File: config.mk
export PLATFORM = sky130hd
export DESIGN_NAME = tcb_riscv2memory
export DESIGN_NICKNAME = d
export VERILOG_FILES = /design/src/hdl/tcb_pkg.sv /design/src/hdl/tcb_riscv2memory.sv
export SDC_FILE = /design/constraint.sdc
export NUM_CORES = 1
export LEC_CHECK = 0
export ABC_AREA = 1
export BUFFER_PORTS_ARGS = -buffer_cell sky130_fd_sc_hd__clkbuf_2
export CORE_MARGIN = 5
export CORE_UTILIZATION = 36
export CTS_CLUSTER_DIAMETER = 200
export CTS_CLUSTER_SIZE = 10
export DETAILED_ROUTE_END_ITERATION = 8
export GPL_ROUTABILITY_DRIVEN = 0
export GPL_TIMING_DRIVEN = 1
export PLACE_DENSITY = 0.87
export SYNTH_ARGS = -nofsm -noshare
export SYNTH_HDL_FRONTEND = slang
export SYNTH_SLANG_ARGS = --single-unit
File: constraint.sdc
create_clock -name sub -period 1.8 [get_ports sub]
set_input_delay 0.09 -clock sub [delete_from_list [all_inputs] [get_ports sub]]
set_output_delay 0.09 -clock sub [all_outputs]
set_load 0.01 [all_outputs]
File: src/hdl/tcb_pkg.sv
// tightly coupled bus types
`default_nettype none

package tcb_pkg;

  //////////////////////////////
  // bus geometry
  //////////////////////////////

  // byte lanes on the 32-bit data bus
  localparam int unsigned BEN = 4;

  //////////////////////////////
  // size and status codes
  //////////////////////////////

  // access size as log2 of bytes
  // code 3 would be 8 bytes, not supported here
  typedef enum logic [1:0] {
    SIZ_B = 2'd0,
    SIZ_H = 2'd1,
    SIZ_W = 2'd2
  } tcb_siz_t;

  // response status
  typedef enum logic {
    STS_OK  = 1'b0,
    STS_MAL = 1'b1
  } tcb_sts_t;

  //////////////////////////////
  // request and response
  //////////////////////////////

  // processor side request, risc-v style
  typedef struct packed {
    // write enable
    logic        wen;
    // 1 means big endian
    logic        ndn;
    // unsigned load
    logic        uns;
    // access size
    tcb_siz_t    siz;
    // byte address, low bits pick the lane
    logic [31:0] adr;
    // store value in the low bytes
    logic [31:0] wdt;
  } tcb_rsc_req_t;

  // memory side request, byte lanes
  typedef struct packed {
    // write enable
    logic           wen;
    // byte enables per lane
    logic [BEN-1:0] ben;
    // word aligned address
    logic [31:0]    adr;
    // lane ordered write data
    logic [31:0]    wdt;
  } tcb_mem_req_t;

  // response, same shape on both sides
  typedef struct packed {
    // read data
    logic [31:0] rdt;
    // status
    tcb_sts_t    sts;
  } tcb_rsp_t;

endpackage

`default_nettype wire
File: src/hdl/tcb_riscv2memory.sv
// risc-v to memory lane converter
`default_nettype none
`timescale 1ns/100ps

module tcb_riscv2memory #(
  // used address bits
  parameter int unsigned AW = 10
) (
  input  logic                  sub,
  input  logic                  arst_n,
  // processor side
  input  logic                  sub_vld,
  input  tcb_pkg::tcb_rsc_req_t sub_req,
  output logic                  sub_rdy,
  output tcb_pkg::tcb_rsp_t     sub_rsp,
  // misaligned access
  output logic                  mal,
  // memory side
  output logic                  man_vld,
  output tcb_pkg::tcb_mem_req_t man_req,
  input  logic                  man_rdy,
  input  tcb_pkg::tcb_rsp_t     man_rsp
);

  localparam int unsigned BEN = tcb_pkg::BEN;

  // out of reset flag
  logic                run;
  // misalignment of current request
  logic                mis;
  // byte offset inside the word
  logic [1:0]          ofs;
  // size in bytes minus one
  logic [1:0]          nm1;
  // byte enables
  logic [BEN-1:0]      ben;
  // data as byte arrays
  logic [BEN-1:0][7:0] req_byt;
  logic [BEN-1:0][7:0] man_lan;
  logic [BEN-1:0][7:0] rsp_lan;
  logic [BEN-1:0][7:0] rsp_byt;
  // transfer byte index seen from each lane
  logic [1:0]          lane_k [BEN];
  // write mux select per lane
  logic [1:0]          wsel   [BEN];
  // read mux select per output byte
  logic [1:0]          rsel   [BEN];
  logic [1:0]          rsel_q [BEN];
  // valid bytes of the load result
  logic [BEN-1:0]      rmsk;
  logic [BEN-1:0]      rmsk_q;
  // previous transfer was misaligned
  logic                err_q;

  //////////////////////////////
  // alignment check
  //////////////////////////////

  assign ofs = sub_req.adr[1:0];

  always_comb begin
    case (sub_req.siz)
      tcb_pkg::SIZ_B: begin
        mis = 1'b0;
        nm1 = 2'd0;
      end
      tcb_pkg::SIZ_H: begin
        mis = sub_req.adr[0];
        nm1 = 2'd1;
      end
      tcb_pkg::SIZ_W: begin
        mis = |sub_req.adr[1:0];
        nm1 = 2'd3;
      end
      default: begin
        // illegal size code, kept off the memory
        mis = 1'b1;
        nm1 = 2'd3;
      end
    endcase
  end

  assign mal = sub_vld & mis;

  // misaligned requests never reach memory
  assign man_vld = sub_vld & ~mis & run;
  // errors complete locally, aligned ones follow memory
  assign sub_rdy = mis ? run : man_rdy;

  //////////////////////////////
  // request lanes
  //////////////////////////////

  assign req_byt = sub_req.wdt;

  always_comb begin
    for (int i = 0; i < BEN; i++) begin
      // which transfer byte lands on lane i, little endian
      lane_k[i] = 2'(i) - ofs;
      // lanes ofs .. ofs+n-1 are active
      ben[i]    = (lane_k[i] <= nm1);
      // big endian mirrors the order inside the access
      wsel[i]   = sub_req.ndn ? (nm1 - lane_k[i]) : lane_k[i];
      man_lan[i] = req_byt[wsel[i]];
      // inverse map, output byte i comes from this lane
      rsel[i]   = sub_req.ndn ? (ofs + nm1 - 2'(i)) : (ofs + 2'(i));
      // bytes above the access size are cleared
      rmsk[i]   = (2'(i) <= nm1);
    end
  end

  // word aligned address, unused high bits zero
  assign man_req = '{
    wen: sub_req.wen,
    ben: ben,
    adr: 32'({sub_req.adr[AW-1:2], 2'b00}),
    wdt: man_lan
  };

  //////////////////////////////
  // response lanes
  //////////////////////////////

  // read select and error follow the transfer by one cycle
  always_ff @(posedge sub or negedge arst_n) begin
    if (!arst_n) begin
      run    <= 1'b0;
      err_q  <= 1'b0;
      rmsk_q <= '0;
      rsel_q <= '{default: 2'd0};
    end else begin
      run    <= 1'b1;
      err_q  <= mal & sub_rdy;
      rmsk_q <= rmsk;
      rsel_q <= rsel;
    end
  end

  assign rsp_lan = man_rsp.rdt;

  always_comb begin
    for (int i = 0; i < BEN; i++) begin
      rsp_byt[i] = rmsk_q[i] ? rsp_lan[rsel_q[i]] : 8'h00;
    end
  end

  // error response carries no data
  always_comb begin
    if (err_q) begin
      sub_rsp.rdt = '0;
      sub_rsp.sts = tcb_pkg::STS_MAL;
    end else begin
      sub_rsp.rdt = rsp_byt;
      sub_rsp.sts = man_rsp.sts;
    end
  end

endmodule

`default_nettype wire

==> flow_summary.toml, run 1 <==
[status]
status = "completed"

[cts]
clk_pin_slew_worst_paths_ns = 0.04
cts_root_buf = "clkbuf_8"
cts_buffers = 3
clk_latency_ns = 0.22
clock_tree.buffer_depth = 2
h-tree-depth = 1
numClockSinks = 10
cts_tree = "done"

[worst_setup_path]
critPathTopFamily = "buffers and inverters"
cp_num_buf_inv = 4
worstPathArrival_ns = 1.71
cp_cell_sequence = "buf_6 > nor2_2 > buf_4 > nand2_2 > fa_1 > o21ai_4 > buf_12 > mux2i_2 > buf_2"
critical_path_required_ns = 1.71
cp-end-kind = "output port"
critPathLaunchType = "input pin"
crit_path_top_delay_cell = "fa_1"
path_max_fanout = 8
critPathMaxStageDelay_ns = 0.49
critical_path_class = "input pin to output port"

[floorplan]
core_um2 = 6790
initial_core_util = 0.368
rows = 30
die_h_um = 93.4
ioPinCount = 211
dieArea_um2 = 8710
die_w_um = 93.4

[placed_design]
place_ws_ns = -0.151
port-buffer-count = 145
dp_hpwl_mm = 7.42

[logic_synthesis]
synth_seq_area_share = 0.100
synthArstFlopShare = 1.00
synthCells = 452
syn-mean-instance-area_um2 = 5.53
synth-edff-count = 0
synth.distinct_cells = 24
synth_ff_type = "dfrtp_1"
netlist_area_um2 = 2500
yosys_register_bits = 10
yosys_warnings = 0

[power]
powerDensity_nw_per_um2 = 534
power_frac_seq = 0.153
power.internal_mw = 0.996
vdd_drop_max_mv = 0.275
combPwrFrac = 0.735
p_clk_frac = 0.112
p_switching_mw = 0.919
p_leak_nw = 2.07
sw_frac_of_total = 0.480

[global_route]
grt_use_total = 0.190
first_global_vias = 3129
overflow = 0
antenna_found_initial = 0
grt_pass1_wl_mm = 13.6
grt_max_degree = 38

[drt]
dr_total_vias = 3356
drt_iter0_drc = 168
drc = 0
via_per_inst = 4.85
ant_nets = 0
drt-pass1-iter-count = 5
drt-total-wl_mm = 9.14
drt-wirelength-per-cell_um = 13.2

[cells_and_area]
antenna_cells = 0
final_common_cell = "clkbuf_2"
fin_nets = 711
area_growth_pct = 43.3
final_cell_mix = "128 x clkbuf_2, 88 x nand2_1, 70 x nor2_1, 62 x inv_1, 42 x o21ai_0"
drive_above_1_share = 0.344

[timing]
final.setup.worst_slack_ns = 0.00137
fmax_ghz = 0.556
rsz0062_at_grt = "true"
tightest_slew_ns = 0.576
finalHoldViolCount = 0
finalSetupViolCount = 0
slew_viol_final = 0
finalCritPeriodShare = 0.999
skew_ns = 0.0000453
relSlewSlack = 0.615
min_period_ns = 1.80
setup_tns_ns = 0

[job]
max-cap-violations = 0

[min_path]
hold_path.class = "input pin to flop"
worst paths after layout:
check / startpoint / endpoint / slack (ns) / cells past startpoint
min reg2reg: run / err_q / 0.57 / 2
max reg2reg: run / err_q / 1.14 / 2
min: sub_req[65] / rmsk_q[3] / 0.09 / 2
min in group asynchronous: arst_n / rsel_q[5] / 0.27 / 2
max: sub_req[64] / man_req[19] / 0.001 / 9
max in group asynchronous: arst_n / rsel_q[2] / 1.32 / 2
power by group through the flow:
stage                     sequential [mW]  combinational, mW  clock (mW)
final                               0.294               1.41       0.215
after global routing                0.295               1.54       0.239
after CTS                           0.292               1.32       0.221
after detailed placement            0.294               1.29           0
after global placement              0.293               1.26           0
after floorplan                     0.255              0.844           0
flip-flops by register name (all words and copies together), names as in the netlist:
name / count
run: 1
err_q: 1
rsel_q: 6
rmsk_q: 2
metrics by stage:
stage | power (mW) | hold slack, ns | instances | area, um^2 | util
after global placement | 1.55 | -0.0426 | 687 | 3330 | 0.491
after detailed placement | 1.58 | -0.0420 | 687 | 3330 | 0.491
after floorplan | 1.10 | -0.206 | 475 | 2590 | -
final | 1.92 | 0.0919 | 692 | 3580 | 0.527
after global routing | 2.08 | 0.0849 | 692 | 3580 | 0.527
after CTS | 1.83 | 0.111 | 691 | 3410 | 0.502
final cells by class:
type / count / area [um^2]
multi-input cells: 345 / 1860
well taps: 96 / 120
repair buffers: 171 / 1050
flip-flops and latches: 10 / 253
inverters: 67 / 259
fillers: 620 / 3210
clock buffers: 3 / 41.3
layer usage:
| layer | track usage | up-vias | wire length [um] | share of wire |
|---|---|---|---|---|
| li1 | - | 1657 | - | - |
| met5 | 0 | - | 0 | 0 |
| met1 | 0.208 | 1456 | 3360 | 0.37 |
| met3 | 0.0338 | 29 | 934 | 0.10 |
| met4 | 0.0806 | 0 | 323 | 0.035 |
| met2 | 0.356 | 214 | 4520 | 0.49 |
cells in the mapped netlist (2+ instances only):
library cell  count  area, um^2
buf_4            33         248
conb_1            2        7.51
nand3_1           6        30.0
a21oi_1           2        10.0
mux2i_1          32         320
buf_1             4        15.0
dfrtp_1          10         250
clkbuf_1         10        37.5
inv_1            66         248
nor3_1           33         165
nand2_1          93         349
o21ai_2           2        17.5
o21ai_1           7        35.0
buf_6             5        56.3
ha_1              6        75.1
nand2_2           2        12.5
nor2_1           72         270
o21ai_0          61         305
kinds of logic after synthesis:
logic type / synth area share
fa+ha+maj: 0.0380
compound gates: 0.153
other cells: 0.00300
mux: 0.128
buf+inv: 0.245
simple gates: 0.333
flops: 0.100
repair_timing:
action                                 4_1_cts  5_1_grt
hold buffers                                 1        0
endpoints found under the hold margin       10        0
pin swaps                                    6        7
setup endpoints to repair                   20       45
gates resized for setup                     10       68
buffers inserted                             0        1
(Power assumes the default switching activity.)
==> inputs of run 2 (changes only) <==
--- a/config.mk
+++ b/config.mk
@@ -8,5 +8,5 @@
 export ABC_AREA = 1
 export BUFFER_PORTS_ARGS = -buffer_cell sky130_fd_sc_hd__clkbuf_2
-export CORE_MARGIN = 5
+export CORE_MARGIN = 2
 export CORE_UTILIZATION = 36
 export CTS_CLUSTER_DIAMETER = 200
@@ -15,4 +15,5 @@
 export GPL_ROUTABILITY_DRIVEN = 0
 export GPL_TIMING_DRIVEN = 1
+export HOLD_SLACK_MARGIN = 0.02
 export PLACE_DENSITY = 0.87
 export SYNTH_ARGS = -nofsm -noshare
==> constraint.sdc (replaced) <==
create_clock -name sub -period 1.8 [get_ports sub]
set_input_delay 0.09 -clock sub [delete_from_list [all_inputs] [get_ports sub]]
set_output_delay 0.09 -clock sub [all_outputs]
set_load 0.02 [all_outputs]
==> run 2 against run 1 <==
Worst setup slack improved by 0.022 ns. Register-to-register slack hardly changed. Fmax up 1.3%. Global-route usage rose by 1.7 points. Clock skew hardly changed. Count of clock-buffer cells in the layout did not move. Largest cell class unchanged. Largest power group unchanged. Highest routed layer unchanged.
==> flow_summary.toml, run 2 (synthesis gave the netlist of run 1 again) <==
[worst_setup_path]
worstPathArrival_ns = 1.69
crit_path_top_delay_cell = "fa_1"
critical_path_required_ns = 1.71
cp_num_buf_inv = 4
critical_path_class = "input pin to output port"
critPathTopFamily = "adder cells"
path_max_fanout = 8
critPathMaxStageDelay_ns = 0.45
critPathLaunchType = "input pin"
cp_cell_sequence = "buf_8 > inv_4 > ha_4 > fa_1 > o21ai_4 > buf_12 > mux2i_2 > clkbuf_8"
cp-end-kind = "output port"

[global_route]
grt_max_degree = 33
first_global_vias = 3086
grt_pass1_wl_mm = 12.9
antenna_found_initial = 0
grt_use_total = 0.207
overflow = 0

[timing]
final.setup.worst_slack_ns = 0.0236
fmax_ghz = 0.563
slew_viol_final = 0
finalCritPeriodShare = 0.987
skew_ns = 0.000180
finalSetupViolCount = 0
min_period_ns = 1.78
finalHoldViolCount = 0
holdWs_ns = 0.111
setup_tns_ns = 0
rsz0062_at_grt = "true"

[placed_design]
port-buffer-count = 145
place_ws_ns = -0.0829
dp_cells = 675
dp_hpwl_mm = 6.73

[min_path]
hold_path.class = "input pin to flop"

[cts]
cts_tree = "done"
clock_tree.buffer_depth = 2
clk_pin_slew_worst_paths_ns = 0.04
clk_latency_ns = 0.23
numClockSinks = 10
cts_buffers = 3
cts_root_buf = "clkbuf_8"
h-tree-depth = 1

[power]
p_clk_frac = 0.096
sw_frac_of_total = 0.510
vdd_drop_max_mv = 0.307
p_switching_mw = 1.14
combPwrFrac = 0.778
finalPower_mw = 2.22
p_leak_nw = 2.13
power.internal_mw = 1.09
powerDensity_nw_per_um2 = 600
power_frac_seq = 0.126

[cells_and_area]
fin_nets = 719
final_cells = 684
reg_top3 = "rsel_q (6), rmsk_q (2)"
regMostFlops = "rsel_q"
final_common_cell = "clkbuf_2"
drive_above_1_share = 0.361
final_cell_mix = "119 x clkbuf_2, 89 x nand2_1, 68 x nor2_1, 63 x inv_1, 43 x buf_4"
antenna_cells = 0
area_growth_pct = 48.3
largest_register_ffs = 6

[drt]
drt-wirelength-per-cell_um = 12.7
via_per_inst = 5.06
drt_iter0_drc = 185
dr_total_vias = 3461
drc = 0
ant_nets = 0
drt-total-wl_mm = 8.69
drt-pass1-iter-count = 5

[job]
max-cap-violations = 0

[floorplan]
die_w_um = 87.4
core_um2 = 6760
dieArea_um2 = 7630
rows = 30
die_h_um = 87.4
ioPinCount = 211
initial_core_util = 0.370

[status]
status = "completed"
run 2: per-stage QoR:
| step | util | cell area (um^2) |
|---|---|---|
| 6_report | 0.549 | 3710 |
| 5_1_grt | 0.549 | 3710 |
| 4_1_cts | 0.526 | 3560 |
| 3_5_place_dp | 0.509 | 3440 |
| 3_3_place_gp | 0.509 | 3440 |
| 2_1_floorplan | - | 2690 |
run 2: power by group through the flow:
stage          Sequential, mW  Clock [mW]  Combinational (mW)
3_3_place_gp            0.280           0                1.55
4_1_cts                 0.278       0.220                1.62
6_report                0.280       0.214                1.73
2_1_floorplan           0.255           0                1.12
5_1_grt                 0.282       0.235                1.87
3_5_place_dp            0.281           0                1.57
run 2: what timing repair did:
item | in CTS | in global routing
pin swaps | 5 | 7
setup endpoints to repair | 16 | 40
resized for setup | 14 | 78
endpoints found under the hold margin | 10 | 0
hold buffers | 1 | 0
gates cloned | 1 | 1
setup buffers | 2 | 1
run 2: worst paths after layout:
kind / startpoint / to / slack, ns / cells past startpoint
worst max-delay path: sub_req[33] / man_req[21] / 0.02 / 8
worst min-delay path: sub_req[65] / rmsk_q[3] / 0.11 / 2
worst max register to register: run / err_q / 1.13 / 2
worst min register to register: run / err_q / 0.56 / 2
max in group asynchronous: arst_n / rsel_q[5] / 1.36 / 2
min in group asynchronous: arst_n / rsel_q[1] / 0.25 / 2
run 2: layout make-up:
| class | instances | area (um^2) |
|---|---|---|
| clock buffers | 3 | 41.3 |
| repair buffers | 179 | 1180 |
| inverters | 67 | 259 |
| fillers | 617 | 3050 |
| multi-input cells | 345 | 1880 |
| well taps | 80 | 100 |
| flip-flops and latches | 10 | 250 |
run 2: routing by layer:
metal,track usage,up-vias,share of wire
met5,0,-,0
met4,0.0937,0,0.028
met2,0.397,238,0.51
li1,-,1680,-
met1,0.222,1517,0.37
met3,0.0256,26,0.089
