File: config.mk
export PLATFORM = sky130hd
export DESIGN_NAME = tcb_load_ext
export DESIGN_NICKNAME = d
export VERILOG_FILES = /design/src/hdl/tcb_pkg.sv /design/src/hdl/tcb_load_ext.sv
export SDC_FILE = /design/constraint.sdc
export NUM_CORES = 1
export LEC_CHECK = 0
export ABC_AREA = 1
export BUFFER_PORTS_ARGS = -buffer_cell sky130_fd_sc_hd__buf_2
export CAP_MARGIN = 20
export CORE_MARGIN = 1.5
export CORE_UTILIZATION = 31
export CTS_CLUSTER_DIAMETER = 30
export DETAILED_ROUTE_END_ITERATION = 6
export GPL_TIMING_DRIVEN = 0
export PLACE_DENSITY = 0.88
export SYNTH_ARGS = -nofsm -noshare
export SYNTH_HDL_FRONTEND = slang
export SYNTH_SLANG_ARGS = --single-unit
export TNS_END_PERCENT = 30
File: constraint.sdc
create_clock -name sub -period 1.7 [get_ports sub]
set_clock_uncertainty 0.05 [all_clocks]
set_input_delay 0 -clock sub [delete_from_list [all_inputs] [get_ports sub]]
set_output_delay 0 -clock sub [all_outputs]
set_load 0.1 [all_outputs]
File: src/hdl/tcb_pkg.sv
// tightly coupled bus types
`default_nettype none

package tcb_pkg;

  //////////////////////////////
  // bus geometry
  //////////////////////////////

  // byte lanes on the 32-bit data bus
  localparam int unsigned BEN = 4;

  //////////////////////////////
  // size and status codes
  //////////////////////////////

  // access size as log2 of bytes
  // code 3 would be 8 bytes, not supported here
  typedef enum logic [1:0] {
    SIZ_B = 2'd0,
    SIZ_H = 2'd1,
    SIZ_W = 2'd2
  } tcb_siz_t;

  // response status
  typedef enum logic {
    STS_OK  = 1'b0,
    STS_MAL = 1'b1
  } tcb_sts_t;

  //////////////////////////////
  // request and response
  //////////////////////////////

  // processor side request, risc-v style
  typedef struct packed {
    // write enable
    logic        wen;
    // 1 means big endian
    logic        ndn;
    // unsigned load
    logic        uns;
    // access size
    tcb_siz_t    siz;
    // byte address, low bits pick the lane
    logic [31:0] adr;
    // store value in the low bytes
    logic [31:0] wdt;
  } tcb_rsc_req_t;

  // memory side request, byte lanes
  typedef struct packed {
    // write enable
    logic           wen;
    // byte enables per lane
    logic [BEN-1:0] ben;
    // word aligned address
    logic [31:0]    adr;
    // lane ordered write data
    logic [31:0]    wdt;
  } tcb_mem_req_t;

  // response, same shape on both sides
  typedef struct packed {
    // read data
    logic [31:0] rdt;
    // status
    tcb_sts_t    sts;
  } tcb_rsp_t;

endpackage

`default_nettype wire
File: src/hdl/tcb_load_ext.sv
// load data sign and zero extension
`default_nettype none
`timescale 1ns/100ps

module tcb_load_ext (
  input  logic              sub,
  input  logic              arst_n,
  // processor side transfer and its attributes
  input  logic              xfr,
  input  tcb_pkg::tcb_siz_t siz,
  input  logic              uns,
  input  logic              wen,
  // response from the converter
  input  tcb_pkg::tcb_rsp_t rsp_in,
  // extended response
  output tcb_pkg::tcb_rsp_t rsp_out
);

  // attributes of the transfer now in response
  tcb_pkg::tcb_siz_t siz_q;
  logic              uns_q;
  logic              wen_q;
  // fill bits for byte and half loads
  logic              fil_b;
  logic              fil_h;

  //////////////////////////////
  // request side capture
  //////////////////////////////

  always_ff @(posedge sub or negedge arst_n) begin
    if (!arst_n) begin
      siz_q <= tcb_pkg::SIZ_W;
      uns_q <= 1'b0;
      wen_q <= 1'b0;
    end else if (xfr) begin
      siz_q <= siz;
      uns_q <= uns;
      wen_q <= wen;
    end
  end

  //////////////////////////////
  // extension
  //////////////////////////////

  // top bit of the last loaded byte, or zero
  assign fil_b = ~uns_q & rsp_in.rdt[7];
  assign fil_h = ~uns_q & rsp_in.rdt[15];

  always_comb begin
    rsp_out = rsp_in;
    // writes and errors go through as they are
    if (!wen_q && (rsp_in.sts == tcb_pkg::STS_OK)) begin
      case (siz_q)
        tcb_pkg::SIZ_B: rsp_out.rdt[31:8] = {24{fil_b}};
        tcb_pkg::SIZ_H: rsp_out.rdt[31:16] = {16{fil_h}};
        // full word needs nothing
        default: rsp_out.rdt = rsp_in.rdt;
      endcase
    end
  end

endmodule

`default_nettype wire

==> key figures, run 1 <==
Outcome
  • Status: finished, final reports clean

Detailed routing
  • Vias per cell: ~4.4
  • DR WL/cell: roughly 10 um
  • Drc violations: 0
  • Uppermost layer routed: met4
  • DRT antenna net count: 0
  • Initial DRC Count: 10
  • Total wire length: between 1500 and 2000 um
  • Met3 WL post-DR: ~110 um
  • Via count: 777
  • WL met1: between 600 and 700 um
  • Met2 wire length: just over 1000 um
  • DRT Pass-1 Iters: 6

Pwr
  • VDD IR-drop max: between 0.6 and 0.7 mV
  • Leakage power: 0.694 nW
  • Psw: approximately 620 uW
  • P_int: 358 uW
  • Total power: approximately 980 uW
  • Reg power frac: between 10% and 20%
  • Logic pwr share: 75.1%
  • Power Dens Cells: 950 nW/um^2
  • Sw Ratio: roughly 63%
  • Clock Power Share: about an eighth

Critical path
  • Arrival time worst endpoint: around 1.6 ns
  • WP data required: between 1.5 and 2 ns
  • Crit path capture type: output port
  • R2r worst-path depth: 2
  • CP startpoint kind: flop
  • Critical Path Fanout Max: 10
  • CP Class: flop to output port

Final layout
  • Area occupied by multi-input gates: roughly 290 um^2
  • Fillers: approximately 130
  • Design area: slightly above 1000 um^2
  • Nets: ~200
  • Reg area: around 100 um^2
  • Ant diodes: 0
  • Share of cells above drive strength 1: between 50% and 60%
  • Layout area overhead: 111%

Die
  • Io pins: between 70 and 80
  • Die height: around 43 um
  • Die ar.: 1820 um^2
  • Number of cell rows: 14
  • Die width: ~43 um
  • Core box area: 1490 um^2
  • Initial Utilization: about a third

Yosys
  • Post-synth top area cell: nand2_1
  • Cell Area, Synth: about 490 um^2
  • Sequential area share after synthesis: about a fifth
  • FF+latch count, synth: 4
  • Commonest cells in the netlist: nand2_1 (53), buf_4 (9), dfrtp_1 (3), inv_1 (3)
  • Share of the synthesized area in the top cell type: between 40% and 50%
  • Top post-synthesis cells by area: nand2_1 (41%), dfrtp_1 (15%), buf_4 (14%), dfstp_2 (5.4%), mux2_2 (4.6%)
  • Post-Synthesis Cells: 83
  • Most used DFF post-synth: dfrtp_1
  • Async S/R FF share, synth: between 90% and 100%
  • Synth warn: 0
  • Count leader, synth: nand2_1
  • EDFF count, synth: 0
  • Syn avg cell area: approximately 5.9 um^2
  • Syn_nets: between 100 and 150
  • Yosys cell types: 15

Clocking
  • H-tree depth: 1
  • Clk root buf: clkbuf_4
  • Reg clk slew, reported paths: about 0.04 ns
  • Clock latency on the worst-skew pair: approximately 0.23 ns
  • Sink Count: 4
  • Max Buffers Root-to-Sink: 2
  • CTS Buf Count: 3
  • TritonCTS clock tree: built

Global routing
  • Vias in the first global route: 655
  • GRT overflow: 0
  • Overall Global Routing Usage: roughly 17%
  • Antenna violations before repair: 0
  • First-pass GRT wire length: around 2500 um
  • Largest net degree at the start of global routing: 11

Place
  • Pre-CTS WS: 0.172 ns
  • GPL Wtd Cong: around 0.67
  • Post-detail-place hpwl: 1290 um
  • Input/output buffers: between 60 and 70
  • Dpl cell area: between 800 and 900 um^2

Timing
  • Sum of negative setup slack: 0 ns
  • Slack of the critical path: approximately 0.088 ns
  • Slew at the pin closest to its max-slew limit: just under 0.5 ns
  • RSZ-0062 raised after global routing: no
  • Hold_ws: between 0.05 and 0.06 ns
  • Final Hold Fails: 0
  • Tcrit/Tclk final: a little over nine tenths
  • Slew headroom: approximately two thirds
  • Fmax: 620 MHz
  • Setup-failing EPs final: 0
  • Fin crit period: roughly 1.6 ns
  • Max-slew violations: 0

Run
  • # Max-Cap Violations: 0

Min path
  • Tightest Hold Check Type: primary input to asynchronous set/reset pin
area by class of cell:
cell class	count	area share, %
Tap cell	16	1.95
Clock buffer	4	2.55
Sequential cell	4	9.85
Inverter	4	1.70
Buffer	11	8.39
Timing Repair Buffer	73	47.8
Multi-Input combinational cell	64	27.7
cell families (layout without fill, tap and decap cells):
kind of cell,count (synthesis),count (layout),share of synthesized area (%)
flip-flops,4,4,20.8
AO/OA/AOI/OAI,2,2,2.05
multiplexers,2,2,4.62
buffers and inverters,15,92,20.8
AND/OR/NAND/NOR,60,60,51.8
sequential cells by signal, summed over array words and instances (netlist names):
name	flops
siz_q	2
uns_q	1
wen_q	1
placed cells by master (no fill, tap or decap), drive strengths merged:
cell          n
nand2        55
dfstp         1
clkbuf       13
nor2          3
nand3         2
o21ai         2
dfrtp         3
mux2          2
buf          67
inv           4
dlygate4sd3   8
critical path, stage by stage (launching register included):
cell,delay (ns)
dfstp_2,0.53
inv_1,0.07
nand2_4,0.12
clkbuf_4,0.20
nand2_1,0.07
nand2_1,0.10
buf_6,0.23
per-layer routing:
layer / track usage, % / vias to the layer above
li1: - / 394
met1: 17.2 / 338
met2: 33.0 / 39
met3: 1.70 / 6
met4: 10.6 / 0
met5: 0 / -
final timing paths:
check | start | to | slack [ns]
min in group sub | rsp_in[29] | rsp_out[29] | 0.33
min | arst_n | wen_q | 0.06
min reg2reg | siz_q[0] | siz_q[0] | 0.52
max | siz_q[1] | rsp_out[23] | 0.09
max reg2reg | siz_q[1] | siz_q[1] | 0.80
max in group asynchronous | arst_n | siz_q[1] | 1.33
power groups by stage:
| stage | Clock, mW | Combinational, mW | Sequential, mW |
|---|---|---|---|
| 2_1_floorplan | 0 | 0.564 | 0.113 |
| 6_report | 0.130 | 0.734 | 0.114 |
| 3_3_place_gp | 0 | 0.666 | 0.114 |
| 4_1_cts | 0.137 | 0.701 | 0.113 |
| 3_5_place_dp | 0 | 0.672 | 0.115 |
| 5_1_grt | 0.149 | 0.757 | 0.114 |
stage by stage:
step / std cells / utilization (%)
final: 176 / 69.1
after floorplan: 83 / -
after global routing: 176 / 69.1
after global placement: 164 / 56.0
after CTS: 176 / 64.8
after detailed placement: 164 / 56.0
what timing repair did:
action,4_1_cts,5_1_grt
endpoints found under the setup margin,10,18
gates resized for setup,10,20
hold endpoints to repair,8,0
gates cloned,0,0
hold buffers,8,0
setup buffers,0,0
Power figures use the tool's default switching activity.
==> run 2, diff against run 1 <==
--- a/constraint.sdc
+++ b/constraint.sdc
@@ -4,2 +4,2 @@
 set_output_delay 0 -clock sub [all_outputs]
-set_load 0.1 [all_outputs]
+set_load 0.02 [all_outputs]
==> key figures, run 2 (same netlist as run 1, synthesis figures left out) <==
Global routing
  • Largest net degree at the start of global routing: 11
  • Antenna violations before repair: 0
  • Overall Global Routing Usage: approximately 17%
  • GRT overflow: 0
  • Vias in the first global route: 641
  • First-pass GRT wire length: about 2400 um

Timing
  • Final Hold Fails: 0
  • RSZ-0062 raised after global routing: no
  • Setup-failing EPs final: 0
  • Max-slew violations: 0
  • Fmax: approximately 660 MHz
  • Tcrit/Tclk final: between 80 and 90%
  • Fin crit period: 1.52 ns
  • Slew headroom: between 80 and 90%
  • Slew at the pin closest to its max-slew limit: 0.262 ns
  • Hold_ws: between 0.07 and 0.08 ns
  • Sum of negative setup slack: 0 ns

Critical path
  • Internal reg-to-reg setup slack: 0.80 ns
  • Arrival time worst endpoint: approximately 1.5 ns
  • WP data required: 1.65 ns
  • CP Class: flop to output port
  • Slowest cell on crit path: dfstp_2
  • Critical path, cell by cell: inv_1, nand2_4, buf_2, nand2_1, nand2_1, buf_2
  • Crit path capture type: output port
  • Critical Path Fanout Max: 10
  • Buf+Inv Stages, Crit Path: 3
  • Delay-heaviest family, CP: flip-flops
  • CP peak stage delay: roughly 0.53 ns
  • CP startpoint kind: flop

Die
  • Core box area: 1490 um^2
  • Die ar.: 1820 um^2
  • Die width: roughly 43 um
  • Number of cell rows: 14
  • Initial Utilization: about a third
  • Io pins: between 70 and 80
  • Die height: approximately 43 um

Clocking
  • Clock latency on the worst-skew pair: ~0.23 ns
  • H-tree depth: 1
  • Reg clk slew, reported paths: 0.04 ns
  • CTS Buf Count: 3
  • Max Buffers Root-to-Sink: 2
  • TritonCTS clock tree: built
  • Sink Count: 4
  • Clk root buf: clkbuf_4
  • Resized Gates After CTS: 0
  • Postcts setup bufs: 0

Pwr
  • Logic pwr share: between 50% and 60%
  • Psw: 222 uW
  • Leakage power: around 0.67 nW
  • P_int: about 320 uW
  • Sw Ratio: 40.9%
  • Power Dens Cells: between 500 and 600 nW/um^2
  • VDD IR-drop max: just under 0.3 mV
  • Reg power frac: 20.9%
  • Clock Power Share: a little under a quarter

Detailed routing
  • DRT antenna net count: 0
  • DR WL/cell: between 9 and 10 um
  • Vias per cell: around 4.2
  • Via count: 743
  • Initial DRC Count: 7
  • Drc violations: 0
  • Total wire length: 1660 um
  • DRT Pass-1 Iters: 4

Final layout
  • Layout area overhead: 92.6%
  • Nets: roughly 200
  • Top Registers: siz_q (2), uns_q (1), wen_q (1)
  • Ant diodes: 0
  • Commonest non-fill, non-tap cell in the layout: buf_2
  • Commonest non-fill, non-tap cells in the layout: buf_2 (66), nand2_1 (53), buf_4 (9), dlygate4sd3_1 (8)
  • Share of cells above drive strength 1: around 54%
  • Largest Register: siz_q
  • Max reg flops: 2

Place
  • Post-detail-place hpwl: 1290 um
  • GPL Wtd Cong: 0.667
  • Input/output buffers: 65

Outcome
  • Status: finished, final reports clean

Run
  • # Max-Cap Violations: 0

Min path
  • Tightest Hold Check Type: primary input to asynchronous set/reset pin
## run 2: worst paths after layout
path / startpoint / end / depth (start not counted)
setup / recovery: siz_q[1] / rsp_out[25] / 6
hold / removal: arst_n / wen_q / 2
setup reg to reg: siz_q[1] / siz_q[1] / 2
hold reg to reg: siz_q[0] / siz_q[0] / 1
max in group asynchronous: arst_n / siz_q[1] / 2
min in group sub: rsp_in[2] / rsp_out[2] / 2
## run 2: timing repair
item / CTS / global route
hold buffers: 8 / 0
endpoints found under the hold margin: 8 / 0
setup endpoints to repair: 0 / 0
## run 2: stage by stage
stage / utilization [%] / power, mW / instance area, um^2 / std cells / setup WS (ns)
after detailed placement: 56.0 / 0.400 / 833 / 164 / 0.436
after CTS: 63.1 / 0.551 / 940 / 176 / 0.178
after floorplan: - / 0.292 / 488 / 83 / 0.569
after global routing: 63.1 / 0.587 / 940 / 176 / 0.0806
after global placement: 56.0 / 0.393 / 833 / 164 / 0.470
final: 63.1 / 0.543 / 940 / 176 / 0.178
## run 2: area by class of cell
class | count | area (um^2)
timing repair buffer | 73 | 405
fill | 142 | 549
inverter | 4 | 17.5
clock buffer | 4 | 26.3
tap | 16 | 20.0
buffer | 11 | 83.8
sequential | 4 | 101
multi-input combinational | 64 | 285
## run 2: power groups by stage
stage | sequential (mW) | clock, mW | combinational (mW)
after CTS | 0.113 | 0.137 | 0.300
after global routing | 0.114 | 0.149 | 0.323
final | 0.114 | 0.130 | 0.300
after floorplan | 0.113 | 0 | 0.178
after detailed placement | 0.115 | 0 | 0.285
after global placement | 0.114 | 0 | 0.279
## run 2: per-layer routing
layer  part of all wire (%)  GRT usage (%)  vias to the layer above
li1                       -              -                      394
met3                    6.0           1.70                        2
met2                     56           33.0                       28
met5                      0              0                        -
met1                     37           16.7                      319
met4                   0.91           9.38                        0
==> run 3, diff against run 2 <==
- ABC_AREA: 1 -> default
- CAP_MARGIN: 20 -> 25
- CORE_UTILIZATION: 31 -> 35
- PLACE_DENSITY: 0.88 -> 0.89
==> key figures, run 3 <==
Place
  • Post-detail-place hpwl: between 1000 and 1500 um
  • GPL Wtd Cong: about 0.65
  • Input/output buffers: 65

Clocking
  • Resized Gates After CTS: slightly below 70
  • Postcts setup bufs: 4
  • CTS Buf Count: 3
  • Sink Count: 4
  • Hold Buf Count CTS: 6
  • Max Buffers Root-to-Sink: 2
  • H-tree depth: 1
  • Clk root buf: clkbuf_4

Die
  • Initial Utilization: between 30 and 40%
  • Number of cell rows: 14
  • Io pins: 73
  • Die width: 44.8 um
  • Die height: around 45 um

Yosys
  • Post-Synthesis Cells: 60
  • FF+latch count, synth: 4
  • Post-synth top area cell: o2bb2ai_2
  • Sequential area share after synthesis: about 17%
  • Yosys cell types: 15
  • Commonest cells in the netlist: o2bb2ai_2 (10), buf_4 (9), mux2i_1 (9)
  • Most used DFF post-synth: dfrtp_1
  • Syn avg cell area: a little over 10 um^2
  • Count leader, synth: o2bb2ai_2
  • Async S/R FF share, synth: between 90% and 100%
  • Share of the synthesized area in the top cell type: between 20% and 30%
  • Syn_nets: 100
  • EDFF count, synth: 0
  • Synth warn: 0
  • Cell Area, Synth: between 600 and 700 um^2
  • Top post-synthesis cells by area: o2bb2ai_2 (25%), mux2i_1 (15%), dfrtp_1 (12%), buf_4 (11%), o2bb2ai_1 (8.6%)

Outcome
  • Last stage: clock tree synthesis
  • Err: [ERROR DPL-0033] detailed placement checks failed during check placement.
  • Status: aborted with a tool error
-- run 3: cell types whose count changed after synthesis, moves of 2 or more --
cell       change
nand2_1       -53
o2bb2ai_2     +10
mux2i_1        +9
o2bb2ai_1      +6
inv_1          +5
mux2_1         +4
buf_2          +2
clkbuf_1       +2
mux2_2         -2
nand2_4        -2
nand3_1        -2
o21ai_0        -2
-- run 3: through the flow --
step           instances  worst slack (ns)  hold slack [ns]  area, um^2  util [%]
2_1_floorplan         60             0.200           -0.346         612         -
3_5_place_dp         141            0.0933           -0.243         957      60.7
3_3_place_gp         141             0.127           -0.246         957      60.7
-- run 3: cell families after synthesis --
group,Yosys count,share of synthesized area [%]
flops,4,16.6
mux,13,22.1
compound gates,16,33.1
simple gates,4,6.75
buf+inv,23,21.5
==> run 4, diff against run 3 <==
- CORE_AREA: default -> 2 2 63 65
- CORE_MARGIN: 1.5 -> default
- CORE_UTILIZATION: 35 -> default
- CTS_CLUSTER_DIAMETER: 30 -> default
- DIE_AREA: default -> 0 0 65 67
- PLACE_DENSITY: 0.89 -> default
- PLACE_DENSITY_LB_ADDON: default -> 0.15
==> key figures, run 4 <==
Outcome
  • Status: finished, final reports clean

Global routing
  • Vias in the first global route: between 600 and 700
  • First-pass GRT wire length: just under 3000 um
  • GRT overflow: 0
  • Overall Global Routing Usage: under 10%
  • Largest net degree at the start of global routing: 11
  • Antenna violations before repair: 0

Detailed routing
  • DRT Pass-1 Iters: 4
  • Total wire length: between 1500 and 2000 um
  • Via count: around 730
  • DRT antenna net count: 0
  • Vias per cell: between 3 and 4
  • Drc violations: 0
  • DR WL/cell: just over 10 um
  • Initial DRC Count: 4

Critical path
  • Arrival time worst endpoint: approximately 1.6 ns
  • CP startpoint kind: flop
  • WP data required: 1.65 ns
  • Slowest cell on crit path: or4_4
  • Critical path, cell by cell: or4_4, buf_12, o2bb2ai_4, buf_6
  • Buf+Inv Stages, Crit Path: 2
  • CP peak stage delay: about 0.58 ns
  • Critical Path Fanout Max: 10
  • CP Class: flop to output port
  • Delay-heaviest family, CP: simple AND/OR/NAND/NOR gates
  • Crit path capture type: output port

Yosys
  • Post-synthesis mux area share: between 20 and 25%
  • Syn avg cell area: ~10 um^2
  • Async S/R FF share, synth: 100%
  • Share of the synthesized area in the top cell type: roughly 25%
  • Post-synth top area cell: o2bb2ai_2
  • Most used DFF post-synth: dfrtp_1
  • Count leader, synth: o2bb2ai_2
  • Post-Synthesis Cells: 60
  • Top post-synthesis cells by area: o2bb2ai_2 (25%), mux2i_1 (15%), dfrtp_1 (12%), buf_4 (11%), o2bb2ai_1 (8.6%)
  • EDFF count, synth: 0
  • Syn_nets: 100
  • Post-Synth XOR/XNOR Area: 0%
  • FF+latch count, synth: 4
  • Post-Synth Simple-Gate Area: around 6.7%
  • Commonest cells in the netlist: o2bb2ai_2 (10), buf_4 (9), mux2i_1 (9)
  • Sequential area share after synthesis: between 15 and 20%
  • Main combinational cell family by area after synthesis: compound AO/OA/AOI/OAI gates
  • Yosys cell types: 15
  • Synth warn: 0
  • Synth Area in Adders: 0%
  • Cell Area, Synth: 612 um^2
  • Complex-gate fraction of the synthesized area: between 30 and 40%

Pwr
  • Leakage power: 0.637 nW
  • VDD IR-drop max: approximately 0.41 mV
  • Power Dens Cells: 562 nW/um^2

Clocking
  • Max Buffers Root-to-Sink: 2
  • Clock latency on the worst-skew pair: roughly 0.21 ns
  • Clk root buf: clkbuf_8
  • Reg clk slew, reported paths: roughly 0.040 ns
  • H-tree depth: 1
  • Sink Count: 4
  • TritonCTS clock tree: built
  • CTS Buf Count: 3

Final layout
  • Share of cells above drive strength 1: between 70 and 80%
  • Design area: approximately 1400 um^2
  • Ant diodes: 0
  • Max reg flops: 2
  • Commonest non-fill, non-tap cells in the layout: buf_2 (52), buf_4 (15), buf_6 (11), o2bb2ai_4 (10)
  • Layout area overhead: 123%
  • Reg area: around 100 um^2
  • Largest Register: siz_q
  • Nets: ~180
  • Commonest non-fill, non-tap cell in the layout: buf_2
  • Top Registers: siz_q (2), uns_q (1), wen_q (1)
  • Area occupied by multi-input gates: 520 um^2
  • Fillers: 369

Die
  • Initial Utilization: between 15 and 20%
  • Die ar.: about 4400 um^2
  • Io pins: 73
  • Core box area: around 3600 um^2
  • Die height: about 67 um
  • Number of cell rows: 22
  • Die width: 65 um

Timing
  • Slack of the critical path: 0.0315 ns
  • Setup-failing EPs final: 0
  • Tcrit/Tclk final: between 90% and 100%
  • Slew headroom: around four fifths
  • Fmax: between 500 and 600 MHz
  • RSZ-0062 raised after global routing: yes
  • Final Hold Fails: 0
  • Fin crit period: around 1.7 ns
  • Slew at the pin closest to its max-slew limit: 0.296 ns
  • Max-slew violations: 0

Place
  • Input/output buffers: 65
  • Pre-CTS WS: just under 0.01 ns
  • GPL Wtd Cong: between 0.6 and 0.7
  • Post-detail-place hpwl: roughly 1500 um
  • Dpl cell area: around 1000 um^2

Min path
  • Tightest Hold Check Type: primary input to flop

Run
  • # Max-Cap Violations: 0
-- run 4: cell counts after synthesis --
No cell type changed its count.
-- run 4: what timing repair did --
action                                 CTS  global route
setup endpoints to repair               19            18
hold buffers                             5             0
pin swaps                               12             2
resized for setup                       45             3
endpoints found under the hold margin    8             0
buffers inserted                         1             2
-- run 4: kinds of logic (layout without fill, tap and decap cells) --
family          Yosys count  count (layout)
simple gates              4               4
compound gates           16              16
mux                      13              13
buf+inv                  23              99
flops                     4               4
-- run 4: final timing paths --
kind,from,endpoint,slack [ns],depth (start not counted)
worst max register to register,wen_q,wen_q,0.69,2
worst min register to register,uns_q,uns_q,0.47,1
worst max-delay path,siz_q[1],rsp_out[21],0.03,4
worst min-delay path,xfr,uns_q,0.03,2
max in group asynchronous,arst_n,siz_q[1],1.31,2
min in group asynchronous,arst_n,siz_q[0],0.08,2
-- run 4: routing by layer --
layer	GRT usage, %	vias up	wire length [um]
li1	-	362	-
met1	9.39	323	693
met2	15.9	46	979
met3	1.86	0	205
met4	3.19	0	0
met5	0	-	0
-- run 4: worst register-to-register path: cells and delay by family, from the launching register on --
kind | cells | cell delay [ns]
flops | 1 | 0.41
mux | 1 | 0.27
buf+inv | 1 | 0.15
-- run 4: through the flow --
stage	total power, mW	cells	hold slack (ns)	util [%]	setup TNS [ns]
after floorplan	0.323	60	-0.346	-	0
after global placement	0.435	173	-0.239	27.7	0
after detailed placement	0.438	173	-0.238	27.7	0
after CTS	0.764	183	0.0259	37.1	-0.434
after global routing	0.809	184	0.0455	37.8	-0.0373
final	0.766	184	0.0279	37.8	0
-- run 4: layout make-up --
cell class / count / area share [%]
clock buffer: 4 / 3.31
inverter: 8 / 2.20
tap: 48 / 4.41
sequential: 4 / 7.44
multi-input combinational: 33 / 38.2
buffer: 14 / 9.00
timing repair buffer: 73 / 35.4
-- run 4: power by group --
group	leakage, nW	internal, mW	switching [mW]
clock network	0.0228	0.160	0.0520
registers	0.0456	0.107	0.0133
logic	0.568	0.224	0.209
total	0.637	0.492	0.274
